`config.mk`:
```
export PLATFORM = sky130hd
export DESIGN_NAME = fetch_frontend
export DESIGN_NICKNAME = d
export VERILOG_FILES = /design/src/verilog/fetch_pkg.sv /design/src/verilog/fetch_pc_gen.sv /design/src/verilog/fetch_predecode.sv /design/src/verilog/if1_fifo_stage.sv /design/src/verilog/fetch_buffer.sv /design/src/verilog/fetch_frontend.sv
export SDC_FILE = /design/constraint.sdc
export NUM_CORES = 1
export LEC_CHECK = 0
export ABC_AREA = 1
export BUFFER_PORTS_ARGS = -buffer_cell sky130_fd_sc_hd__buf_2
export CORE_ASPECT_RATIO = 1.2
export CORE_MARGIN = 2
export CORE_UTILIZATION = 35
export CTS_CLUSTER_DIAMETER = 200
export DETAILED_ROUTE_END_ITERATION = 8
export GPL_ROUTABILITY_DRIVEN = 1
export PLACE_DENSITY = 0.58
export SLEW_MARGIN = 30
export SYNTH_ARGS = -nofsm -noshare
export SYNTH_HDL_FRONTEND = slang
export SYNTH_SLANG_ARGS = --single-unit
```
`constraint.sdc`:
```
create_clock -name clk -period 14.5 [get_ports clk]
set_input_delay 0.725 -clock clk [delete_from_list [all_inputs] [get_ports clk]]
set_output_delay 0.725 -clock clk [all_outputs]
set_load 0.1 [all_outputs]
```
`src/verilog/fetch_pkg.sv`:
```
package fetch_pkg;

    // fetch address after reset
    localparam logic [31:0] PC_RESET = 32'h1c00_0000;
    localparam logic [31:0] INST_NOP = 32'h0340_0000;  // andi r0, r0, 0

    // ibar keeps its hint in the low 15 bits, only the upper 17 are fixed
    localparam logic [31:0] IBAR_OPCODE = 32'h3872_8000;
    localparam logic [31:0] IBAR_MASK   = 32'hffff_8000;

    localparam int unsigned FBUF_DEPTH = 8;
    localparam int unsigned FBUF_PTR_W = 3;
    // occupancy count needs one bit more than the pointers
    localparam logic [FBUF_PTR_W:0] FBUF_CNT_MAX = (FBUF_PTR_W + 1)'(FBUF_DEPTH);

    // one instruction pair as returned by the icache
    typedef struct packed {
        logic [31:0] pc;
        logic [31:0] inst0;
        logic [31:0] inst1;
        logic        excp_flag;
        logic [6:0]  ecode;
        logic [31:0] badv;
    } fetch_resp_t;

    typedef struct packed {
        logic [31:0] pc;
        logic [31:0] inst0;
        logic [31:0] inst1;
        logic [1:0]  slot_valid;  // bit 0 is inst0
        logic        excp_flag;
        logic [6:0]  ecode;
        logic [31:0] badv;
    } fetch_entry_t;

    typedef enum logic [1:0] {
        IDLE            = 2'b00,
        WAIT_EX_IBAR    = 2'b01,
        WAIT_CACHE_IDLE = 2'b11,
        WAIT_FETCH      = 2'b10
    } barrier_state_t;

    // empty stage contents, a nop pair at the reset pc
    localparam fetch_entry_t ENTRY_BUBBLE = '{
        pc:         PC_RESET,
        inst0:      INST_NOP,
        inst1:      INST_NOP,
        slot_valid: 2'b00,
        excp_flag:  1'b0,
        ecode:      7'd0,
        badv:       32'd0
    };

endpackage

```
`src/verilog/fetch_pc_gen.sv`:
```
`timescale 1ns/1ps

module fetch_pc_gen (
    input  logic        clk,
    input  logic        rstn,
    input  logic        flush,
    input  logic [31:0] flush_pc,
    input  logic        buf_allowin,
    input  logic        fetch_hold,
    input  logic        redirect_valid,
    input  logic [31:0] redirect_pc,
    input  logic        resp_valid,
    output logic        fetch_req,
    output logic [31:0] fetch_pc,
    output logic        resp_take
);
    import fetch_pkg::*;

    logic outstanding;  // request sent, response not back yet
    logic stale;        // the in-flight response belongs to a flushed stream
    logic issue;

    // one request at a time, and only with a buffer slot to land in
    assign issue = !outstanding && buf_allowin && !fetch_hold && !redirect_valid && !flush;

    assign resp_take = resp_valid && !stale && !flush;

    always_ff @(posedge clk or negedge rstn) begin
        if (!rstn) begin
            fetch_req   <= 1'b0;
            fetch_pc    <= PC_RESET;
            outstanding <= 1'b0;
            stale       <= 1'b0;
        end else begin
            fetch_req <= issue;

            if (issue) begin
                outstanding <= 1'b1;
            end else if (resp_valid) begin
                outstanding <= 1'b0;
            end

            // a response arriving in the flush cycle is simply dropped
            if (flush) begin
                stale <= outstanding && !resp_valid;
            end else if (resp_valid) begin
                stale <= 1'b0;
            end

            if (flush) begin
                fetch_pc <= flush_pc;
            end else if (redirect_valid) begin
                fetch_pc <= redirect_pc;  // refetch after ibar
            end else if (fetch_req) begin
                fetch_pc <= fetch_pc + 32'd8;
            end
        end
    end

    // the cache answers only what was asked
    a_resp_has_req: assert property (@(posedge clk) disable iff (!rstn)
        resp_valid |-> outstanding)
        else $error("resp_valid at %0t with no fetch request outstanding", $time);

endmodule

```
`src/verilog/fetch_predecode.sv`:
```
`timescale 1ns/1ps

module fetch_predecode (
    input  fetch_pkg::fetch_resp_t resp,
    output logic                   ibar_hit,
    output logic                   ibar_slot1,
    output logic [1:0]             slot_valid
);
    import fetch_pkg::*;

    logic hit0;
    logic hit1;

    // hint bits are ignored
    function automatic logic is_ibar(input logic [31:0] inst);
        logic [31:0] fixed_bits;
        fixed_bits = inst & IBAR_MASK;
        return fixed_bits == IBAR_OPCODE;
    endfunction

    // a faulting fetch carries no usable instructions
    assign hit0 = !resp.excp_flag && is_ibar(resp.inst0);
    assign hit1 = !resp.excp_flag && is_ibar(resp.inst1);

    assign ibar_hit   = hit0 || hit1;
    assign ibar_slot1 = hit1 && !hit0;  // slot 0 wins when both match

    // after an ibar in slot 0 the second word is refetched later
    assign slot_valid = hit0 ? 2'b01 : 2'b11;

endmodule

```
`src/verilog/if1_fifo_stage.sv`:
```
`timescale 1ns/1ps

module if1_fifo_stage (
    input  logic                    clk,
    input  logic                    rstn,
    input  logic                    flush,
    input  logic                    resp_take,
    input  fetch_pkg::fetch_resp_t  resp,
    input  logic                    ibar_hit,
    input  logic                    ibar_slot1,
    input  logic [1:0]              slot_valid,
    input  logic                    ibar_commit,
    input  logic                    icache_idle,
    input  logic                    dcache_idle,
    input  logic                    buf_allowin,
    output logic                    stage_valid,
    output fetch_pkg::fetch_entry_t stage_entry,
    output logic                    fetch_hold,
    output logic                    redirect_valid,
    output logic [31:0]             redirect_pc
);
    import fetch_pkg::*;

    barrier_state_t state;
    barrier_state_t state_nxt;
    logic [31:0]    pc_after_ibar;
    logic           cache_idle;
    logic           pc_fetch_ok;
    logic           ibar_take;
    fetch_entry_t   entry_in;

    assign cache_idle  = icache_idle && dcache_idle;
    assign pc_fetch_ok = resp.pc == pc_after_ibar;

    // the refetched pair may itself hold another ibar
    assign ibar_take = resp_take && ibar_hit &&
                       (state == IDLE || (state == WAIT_FETCH && pc_fetch_ok));

    assign entry_in = '{
        pc:         resp.pc,
        inst0:      resp.inst0,
        inst1:      resp.inst1,
        slot_valid: slot_valid,
        excp_flag:  resp.excp_flag,
        ecode:      resp.ecode,
        badv:       resp.badv
    };

    // IDLE -> WAIT_EX_IBAR -> WAIT_CACHE_IDLE -> WAIT_FETCH -> IDLE
    always_comb begin
        state_nxt = state;
        case (state)
            IDLE: begin
                if (ibar_take) state_nxt = WAIT_EX_IBAR;
            end
            WAIT_EX_IBAR: begin
                if (ibar_commit) state_nxt = WAIT_CACHE_IDLE;  // execute reached it
            end
            WAIT_CACHE_IDLE: begin
                if (cache_idle) state_nxt = WAIT_FETCH;
            end
            WAIT_FETCH: begin
                if (resp_take && pc_fetch_ok) begin
                    state_nxt = ibar_take ? WAIT_EX_IBAR : IDLE;
                end
            end
            default: state_nxt = IDLE;
        endcase
    end

    assign fetch_hold  = (state == WAIT_EX_IBAR) || (state == WAIT_CACHE_IDLE);
    assign redirect_pc = pc_after_ibar;

    always_ff @(posedge clk or negedge rstn) begin
        if (!rstn) begin
            state          <= IDLE;
            pc_after_ibar  <= PC_RESET;
            redirect_valid <= 1'b0;
        end else if (flush) begin
            state          <= IDLE;
            pc_after_ibar  <= PC_RESET;
            redirect_valid <= 1'b0;
        end else begin
            state <= state_nxt;
            // single pulse on entry to WAIT_FETCH
            redirect_valid <= (state == WAIT_CACHE_IDLE) && cache_idle;
            if (ibar_take) begin
                pc_after_ibar <= resp.pc + (ibar_slot1 ? 32'd8 : 32'd4);
            end
        end
    end

    // stage register, pushed into the buffer the cycle after capture
    always_ff @(posedge clk or negedge rstn) begin
        if (!rstn) begin
            stage_valid <= 1'b0;
            stage_entry <= ENTRY_BUBBLE;
        end else if (flush) begin
            stage_valid <= 1'b0;
            stage_entry <= ENTRY_BUBBLE;
        end else begin
            stage_valid <= resp_take;
            if (resp_take) begin
                stage_entry <= entry_in;
            end else if (buf_allowin) begin
                stage_entry <= ENTRY_BUBBLE;  // drained, back to a nop pair
            end
        end
    end

    a_state_legal: assert property (@(posedge clk) disable iff (!rstn)
        state inside {IDLE, WAIT_EX_IBAR, WAIT_CACHE_IDLE, WAIT_FETCH})
        else $error("if1 barrier state left the legal set: %s", state.name());

    // pc generator must not have a request in flight while held
    a_hold_no_resp: assert property (@(posedge clk) disable iff (!rstn)
        fetch_hold |-> !resp_take)
        else $error("response taken during barrier state %s", state.name());

endmodule

```
`src/verilog/fetch_buffer.sv`:
```
`timescale 1ns/1ps

module fetch_buffer (
    input  logic                    clk,
    input  logic                    rstn,
    input  logic                    flush,
    input  logic                    stage_valid,
    input  fetch_pkg::fetch_entry_t stage_entry,
    input  logic                    dec_pop,
    output logic                    buf_allowin,
    output logic                    dec_valid,
    output fetch_pkg::fetch_entry_t dec_entry
);
    import fetch_pkg::*;

    fetch_entry_t          mem [FBUF_DEPTH];
    logic [FBUF_PTR_W-1:0] wr_ptr;
    logic [FBUF_PTR_W-1:0] rd_ptr;
    logic [FBUF_PTR_W:0]   count;
    logic                  full;
    logic                  push;
    logic                  pop;

    assign full = count == FBUF_CNT_MAX;

    // flush wins, nothing moves in that cycle
    assign push = stage_valid && !flush;
    assign pop  = dec_pop && dec_valid && !flush;

    assign dec_valid = count != '0;
    assign dec_entry = mem[rd_ptr];  // head of queue

    // the entry sitting in the stage already owns a slot
    assign buf_allowin = stage_valid ? (count < FBUF_CNT_MAX - 1'b1) : !full;

    always_ff @(posedge clk) begin
        if (push) begin
            mem[wr_ptr] <= stage_entry;
        end
    end

    // pointers wrap naturally, depth is a power of two
    always_ff @(posedge clk or negedge rstn) begin
        if (!rstn) begin
            wr_ptr <= '0;
            rd_ptr <= '0;
        end else if (flush) begin
            wr_ptr <= '0;
            rd_ptr <= '0;
        end else begin
            if (push) begin
                wr_ptr <= wr_ptr + 1'b1;
            end
            if (pop) begin
                rd_ptr <= rd_ptr + 1'b1;
            end
        end
    end

    always_ff @(posedge clk or negedge rstn) begin
        if (!rstn) begin
            count <= '0;
        end else if (flush) begin
            count <= '0;
        end else begin
            case ({push, pop})
                2'b10:   count <= count + 1'b1;
                2'b01:   count <= count - 1'b1;
                default: count <= count;  // both or neither
            endcase
        end
    end

    // relies on the pc generator reserving a slot per request
    a_no_push_full: assert property (@(posedge clk) disable iff (!rstn)
        push |-> !full)
        else $error("fetch buffer push while full at %0t", $time);

endmodule

```
`src/verilog/fetch_frontend.sv`:
```
`timescale 1ns/1ps

module fetch_frontend (
    input  logic                    clk,
    input  logic                    rstn,
    output logic                    fetch_req,
    output logic [31:0]             fetch_pc,
    input  logic                    resp_valid,
    input  fetch_pkg::fetch_resp_t  resp,
    input  logic                    flush,
    input  logic [31:0]             flush_pc,
    input  logic                    ibar_commit,
    input  logic                    icache_idle,
    input  logic                    dcache_idle,
    input  logic                    dec_pop,
    output logic                    dec_valid,
    output fetch_pkg::fetch_entry_t dec_entry
);
    import fetch_pkg::*;

    logic         resp_take;
    logic         ibar_hit;
    logic         ibar_slot1;
    logic [1:0]   slot_valid;
    logic         stage_valid;
    fetch_entry_t stage_entry;
    logic         buf_allowin;
    logic         fetch_hold;
    logic         redirect_valid;
    logic [31:0]  redirect_pc;

    fetch_pc_gen i_pc_gen (
        .clk            (clk),
        .rstn           (rstn),
        .flush          (flush),
        .flush_pc       (flush_pc),
        .buf_allowin    (buf_allowin),
        .fetch_hold     (fetch_hold),
        .redirect_valid (redirect_valid),
        .redirect_pc    (redirect_pc),
        .resp_valid     (resp_valid),
        .fetch_req      (fetch_req),
        .fetch_pc       (fetch_pc),
        .resp_take      (resp_take)
    );

    // looks at the raw response, the stage decides whether to take it
    fetch_predecode i_predecode (
        .resp       (resp),
        .ibar_hit   (ibar_hit),
        .ibar_slot1 (ibar_slot1),
        .slot_valid (slot_valid)
    );

    if1_fifo_stage i_if1_stage (
        .clk            (clk),
        .rstn           (rstn),
        .flush          (flush),
        .resp_take      (resp_take),
        .resp           (resp),
        .ibar_hit       (ibar_hit),
        .ibar_slot1     (ibar_slot1),
        .slot_valid     (slot_valid),
        .ibar_commit    (ibar_commit),
        .icache_idle    (icache_idle),
        .dcache_idle    (dcache_idle),
        .buf_allowin    (buf_allowin),
        .stage_valid    (stage_valid),
        .stage_entry    (stage_entry),
        .fetch_hold     (fetch_hold),
        .redirect_valid (redirect_valid),
        .redirect_pc    (redirect_pc)
    );

    fetch_buffer i_fetch_buf (
        .clk         (clk),
        .rstn        (rstn),
        .flush       (flush),
        .stage_valid (stage_valid),
        .stage_entry (stage_entry),
        .dec_pop     (dec_pop),
        .buf_allowin (buf_allowin),
        .dec_valid   (dec_valid),
        .dec_entry   (dec_entry)
    );

endmodule

```
==> flow_summary.ini, run 1 <==
[place]
globalplace.congestion = 0.895
hpwlAfterDp_mm = 82.9
port-buffer-count = 347
dp_worst_setup_slack_ns = 9.16

[clock_tree]
post_cts_resize_count = 0
buffers_from_clock_root_to_sink_at_most = 3
clock_insertion_delay_worst_skew_ns = 0.79
ctsRootBufferMaster = clkbuf_16
clk_pin_slew_ns = 0.06
cts_inserted_buffers = 141
tritoncts_clock_tree = yes
cts_sink_cnt = 1323
post_cts.repair.setup_buffers = 0
htreeDepth = 4

[pwr]
total_leakage_power_nw = 22.5
vdd_ir_drop_max_v = 0.000195
power-per-cell-area_nw_per_um2 = 193

[yosys]
syn-mean-instance-area_um2 = 11.9
syn-instance-count = 4495
ys_seq_elements = 1323
async_flop_share_pct = 16.6
netlist_area_um2 = 53500
synth-edff-count = 1104
synth_warnings = 0
synth-main-ff-cell = edfxtp_1
synthesis.nets = 4680
number_of_different_library_cells_in_the_post_synthesis_netlist = 43
ys_seq_area_share_pct = 72.3

[floorplanning]
initial_core_util_pct = 35.1
die_area_um2 = 156000
floorplan.die.width_um = 361
ioPinCount = 348
floorplan.rows = 157
core_region_area_um2 = 152000
die_height_um = 432

[cells_and_area]
final_net_count = 4949
multi_input_comb_area_um2 = 13100
area.growth.synth_to_final_pct = 15.8
layout.area.seq_um2 = 38700
mostFrequentLayoutCells = nor2_1, edfxtp_1, o21ai_0
drive_gt1_share_pct = 13.8
layout_commonest_cell = nor2_1
fill_cells = 14300

[run_status]
outcome = completed

[setup_path]
path_cells = buf_4 -> buf_4 -> buf_6 -> o21ai_0 -> o22ai_1 -> nor2_1 -> a31oi_1 -> buf_2
critical_path_peak_fanout = 106
critical-path-max-stage-delay_ns = 0.84
timing.critical_path.max_delay_family = buffers and inverters
number_of_cells_on_the_critical_path = 8
timing.critical_path.arrival_ns = 5.14
cp-endpoint = dec_entry[33]
critical_path.endpoint_type = output pin
worstPathRequired_ns = 13.78
critical_path.startpoint = i_fetch_buf.rd_ptr[0]
timing.setup.critical_path_class = flip-flop to output pin
regToRegStartpoint = i_if1_stage.stage_valid
timing.reg2reg.worst_path_depth = 7
path_buf_inv = 4
end_of_the_worst_register_to_register_path = i_fetch_buf.mem[5][61]
crit_top_cell = buf_4
worst_setup_path_start_kind = flip-flop
worst_path_max_delay_cell = dfrtp_4
worst_setup_slack_for_register_to_register_paths_ns = 10.67

[global_route]
gr-total-overflow = 0
number_of_global_route_vias_before_repair = 34100
global_route.usage.total_pct = 18.7
number_of_antenna_violations_at_the_first_check_in_global_routing = 35
grt_pass1_wl_mm = 219
grt_start_max_net_pins = 148

[min_path]
min_path_cells = 2
min_path_type = input port to flip-flop

[sta]
timing.max_slew.rel_slack_pct = 34.6
tns_ns = 0
timing_worst_slew_pin_value_ns = 0.981
report.final.setup_viol = 0
max_freq_mhz = 171
grt_setup_unrepaired = no
largest_clock_skew_in_the_final_design_ns = 0.0299
final-max-slew-violation-count = 0
final.setup.worst_slack_ns = 8.63
final.period_utilization_pct = 40.4
min_period_ns = 5.87
final-hold-violation-count = 0

[flow_run]
drv_cap = 0

[routing]
postRouteAntennaNets = 0
detail_route.first_pass.iterations = 5
finalWirelength_mm = 148
route.detailed.drc = 0
routed_wire_length_per_instance_um = 21.5
via_count = 35600
initialDrtViolationCount = 2734
detail_route.vias_per_cell = 5.19
## report_power, final
part	internal [mW]	total [mW]	switching (mW)
registers	4.24	4.39	0.153
clock network	2.21	3.74	1.53
logic	0.669	3.83	3.16
## sequential cells by signal (all words and copies together), names as in the netlist
register                    flops
i_fetch_buf.wr_ptr              3
i_pc_gen.stale                  1
i_pc_gen.fetch_req              1
i_if1_stage.stage_entry       138
i_if1_stage.redirect_pc        32
i_pc_gen.outstanding            1
i_fetch_buf.mem              1104
i_fetch_buf.count               4
i_if1_stage.state               2
i_if1_stage.redirect_valid      1
i_fetch_buf.rd_ptr              3
i_pc_gen.fetch_pc              32
i_if1_stage.stage_valid         1
## worst min path at each step
| stage | startpoint | endpoint | slack (ns) |
|---|---|---|---|
| 2_1_floorplan | rstn | i_fetch_buf.count[0] | 0.43 |
| 3_3_place_gp | i_pc_gen.fetch_pc[27] | i_pc_gen.fetch_pc[27] | 0.50 |
| 3_5_place_dp | i_pc_gen.fetch_pc[27] | i_pc_gen.fetch_pc[27] | 0.51 |
| 4_1_cts | resp[51] | i_if1_stage.stage_entry[53] | 0.09 |
| 5_1_grt | resp[49] | i_if1_stage.stage_entry[51] | 0.12 |
| 6_report | resp[51] | i_if1_stage.stage_entry[53] | 0.16 |
## stage by stage
step | utilization [%] | power [mW] | instance area [um2] | instances | hold slack, ns
after floorplan | - | 7.47 | 53500 | 4495 | 0.429
after global placement | 37.5 | 8.30 | 57000 | 6606 | 0.499
after detailed placement | 37.5 | 8.32 | 57000 | 6606 | 0.514
after CTS | 40.6 | 12.1 | 61900 | 6869 | 0.0894
after global routing | 40.7 | 12.4 | 61900 | 6873 | 0.124
final | 40.7 | 12.0 | 61900 | 6873 | 0.161
## timing repair
action / in CTS / in global routing
setup endpoints to repair: 0 / 0
hold buffers: 1 / 0
hold endpoints to repair: 18 / 0
## synthesized netlist by cell type (all sizes together) (2+ instances only)
library cell | n | area [um2]
o21bai | 2 | 15.0
ha | 7 | 87.6
nor3 | 28 | 145
nand2 | 351 | 1330
nor2 | 1117 | 4200
nor3b | 2 | 15.0
nand4 | 19 | 119
nor4 | 4 | 25.0
o22ai | 149 | 932
edfxtp | 1104 | 33200
dfrtp | 204 | 5100
o211ai | 5 | 37.5
a21oi | 32 | 160
inv | 140 | 526
a22o | 93 | 815
a21o | 2 | 15.0
dfstp | 15 | 394
buf | 77 | 465
o22a | 5 | 43.8
xnor2 | 8 | 70.1
fa | 2 | 40.0
a21boi | 5 | 37.5
a31oi | 145 | 907
nand3 | 64 | 320
xor2 | 39 | 342
o21ai | 668 | 3380
clkbuf | 202 | 759
## metal layers
layer / vias up / wire [um] / GRT usage, %
li1: 16600 / - / -
met1: 17700 / 63300 / 24.5
met2: 1086 / 71200 / 30.6
met3: 256 / 8990 / 3.88
met4: 34 / 4240 / 6.48
met5: - / 227 / 0
## logic make-up after synthesis
family                     Yosys count  share of synthesized area [%]
buffers and inverters              420                           3.28
adders and majority gates            9                          0.239
DFF                               1323                           72.3
xor gates and xnor gates            47                          0.770
and+or+nand+nor                   1587                           11.5
AOI/OAI and AO/OA                 1109                           11.9
## final cells by class
cell class | instances | area share [%]
Antenna cell | 3 | 0.0121
Tap cell | 1987 | 4.02
Multi-Input combinational cell | 2752 | 21.2
Timing Repair Buffer | 405 | 3.65
Inverter | 141 | 0.903
Sequential cell | 1323 | 62.4
Clock inverter | 80 | 1.66
Clock buffer | 182 | 6.12
No activity file was read; power rests on OpenSTA's default activity.
==> run 2: changes to the inputs <==
PLACE_DENSITY = 0.6   (was 0.58)
clock period = 4.73 ns   (was 14.5 ns; I/O delays follow)
==> flow_summary.ini, run 2 (synthesized netlist as in run 1, its figures left out) <==
[setup_path]
worst_path_max_delay_cell = or4_1
critical_path_peak_fanout = 4
worst_setup_path_start_kind = input port
crit_top_cell = nand2_1
timing.setup.critical_path_class = input port to flip-flop
path_cells = dlygate4sd3_1 -> buf_2 -> nor2_1 -> nand2_1 -> or4_1 -> nor2_1 -> inv_1 -> ha_1 -> fa_1 -> nand3_1 -> nor4_1 -> nand2_1 -> dlygate4sd3_1 -> nand2_1 -> nor2_1 -> dlygate4sd3_1 -> nand2_1 -> nand2_1
timing.critical_path.arrival_ns = 5.01
worstPathRequired_ns = 5.44
critical-path-max-stage-delay_ns = 0.74
critical_path.endpoint_type = flip-flop
timing.critical_path.max_delay_family = simple AND/OR/NAND/NOR gates
path_buf_inv = 5

[floorplanning]
floorplan.die.width_um = 361
die_height_um = 432
die_area_um2 = 156000
core_region_area_um2 = 152000
initial_core_util_pct = 35.1
floorplan.rows = 157
ioPinCount = 348

[cells_and_area]
final_net_count = 5146
postLayoutCoreUtil_pct = 42.0
mostFrequentLayoutCells = nor2_1, edfxtp_1, o21ai_0
layout_commonest_cell = nor2_1
top_register = i_fetch_buf.mem
drive_gt1_share_pct = 13.5
largest_reg_flops = 1104
top_regs = i_fetch_buf.mem (1104), i_if1_stage.stage_entry (138)
area.growth.synth_to_final_pct = 19.6

[clock_tree]
tritoncts_clock_tree = yes
cts_sink_cnt = 1323
cts_inserted_buffers = 139
htreeDepth = 4
ctsRootBufferMaster = clkbuf_16
clk_pin_slew_ns = 0.06
clock_insertion_delay_worst_skew_ns = 0.78
buffers_from_clock_root_to_sink_at_most = 3

[sta]
grt_setup_unrepaired = no
timing.max_slew.rel_slack_pct = 36.8
max_freq_mhz = 233
final.setup.worst_slack_ns = 0.435
largest_clock_skew_in_the_final_design_ns = 0.0320
min_period_ns = 4.30
final.period_utilization_pct = 90.8
final-max-slew-violation-count = 0
timing_worst_slew_pin_value_ns = 0.949
final-hold-violation-count = 0
report.final.setup_viol = 0
whs_ns = 0.0715

[pwr]
total_leakage_power_nw = 23.3
power-per-cell-area_nw_per_um2 = 569
post-layout-total-power_mw = 36.4
vdd_ir_drop_max_v = 0.000614

[run_status]
outcome = completed

[place]
hpwlAfterDp_mm = 85.1
port-buffer-count = 347
dp_worst_setup_slack_ns = 1.03
globalplace.congestion = 0.878

[routing]
finalWirelength_mm = 149
detail_route.first_pass.iterations = 6
initialDrtViolationCount = 3144
routed_wire_length_per_instance_um = 21.1
via_count = 36800
postRouteAntennaNets = 0
route.detailed.drc = 0
detail_route.vias_per_cell = 5.20

[global_route]
grt_start_max_net_pins = 155
number_of_global_route_vias_before_repair = 35600
number_of_antenna_violations_at_the_first_check_in_global_routing = 13
global_route.usage.total_pct = 18.8
grt_pass1_wl_mm = 222
gr-total-overflow = 0

[min_path]
min_path_type = input port to async pin

[flow_run]
drv_cap = 0
run 2: through the flow:
stage	instance area [um2]	instances	setup TNS, ns
global placement	57600	6628	0
global route	64000	7065	0
detailed placement	57600	6630	0
CTS	64000	7064	0
finish	64000	7066	0
floorplan	53500	4495	-75.02
run 2: final timing paths:
kind,endpoint,slack (ns),cells past startpoint,startpoint
worst min register to register,i_if1_stage.redirect_pc[27],0.53,2,i_if1_stage.redirect_pc[27]
worst max-delay path,i_if1_stage.redirect_pc[16],0.43,18,resp[39]
worst min-delay path,i_if1_stage.stage_entry[97],0.07,2,rstn
max in group asynchronous,i_if1_stage.stage_entry[3],3.57,3,rstn
worst max register to register,i_if1_stage.redirect_pc[6],1.23,12,i_if1_stage.redirect_pc[28]
min in group clk,i_if1_stage.stage_entry[53],0.22,3,resp[51]
run 2: layout make-up:
| class | instances | area [um2] |
|---|---|---|
| antenna | 2 | 5.00 |
| fill | 14000 | 88300 |
| timing repair buffer | 604 | 4560 |
| sequential | 1323 | 38700 |
| clock buffer | 189 | 3810 |
| multi-input combinational | 2752 | 13100 |
| inverter | 141 | 559 |
| tap | 1987 | 2490 |
| clock inverter | 68 | 763 |
run 2: what timing repair did:
| item | CTS | global route |
|---|---|---|
| hold buffers | 177 | 0 |
| buffers inserted | 0 | 0 |
| resized for setup | 0 | 0 |
| hold endpoints to repair | 303 | 0 |
run 2: power breakdown:
| group | switching, mW | total (mW) | leakage [nW] | internal, mW |
|---|---|---|---|---|
| clock | 4.62 | 10.9 | 2.22 | 6.31 |
| sequential | 0.472 | 13.5 | 13.0 | 13.0 |
| combinational | 9.76 | 12.0 | 8.10 | 2.24 |
run 2: worst reg2reg max path, stage by stage, from the launching register on:
cell and delay (ns):
dfstp_2 0.57, inv_1 0.08, nand2_1 0.06, nand2_1 0.05, nor2_1 0.14, nand2_1 0.07, nor2_1 0.26, nand2_1 0.08
nor2_1 0.11, nand2_1 0.49, nand2_2 0.76, nand2_2 0.45, o21ai_0 0.30
run 2: layer usage:
metal	wire length, um	global-route usage [%]	vias to the layer above
met2	71700	31.5	1186
met3	8800	3.52	255
li1	-	-	17000
met4	5000	6.97	10
met5	63	0	-
met1	63800	24.3	18300
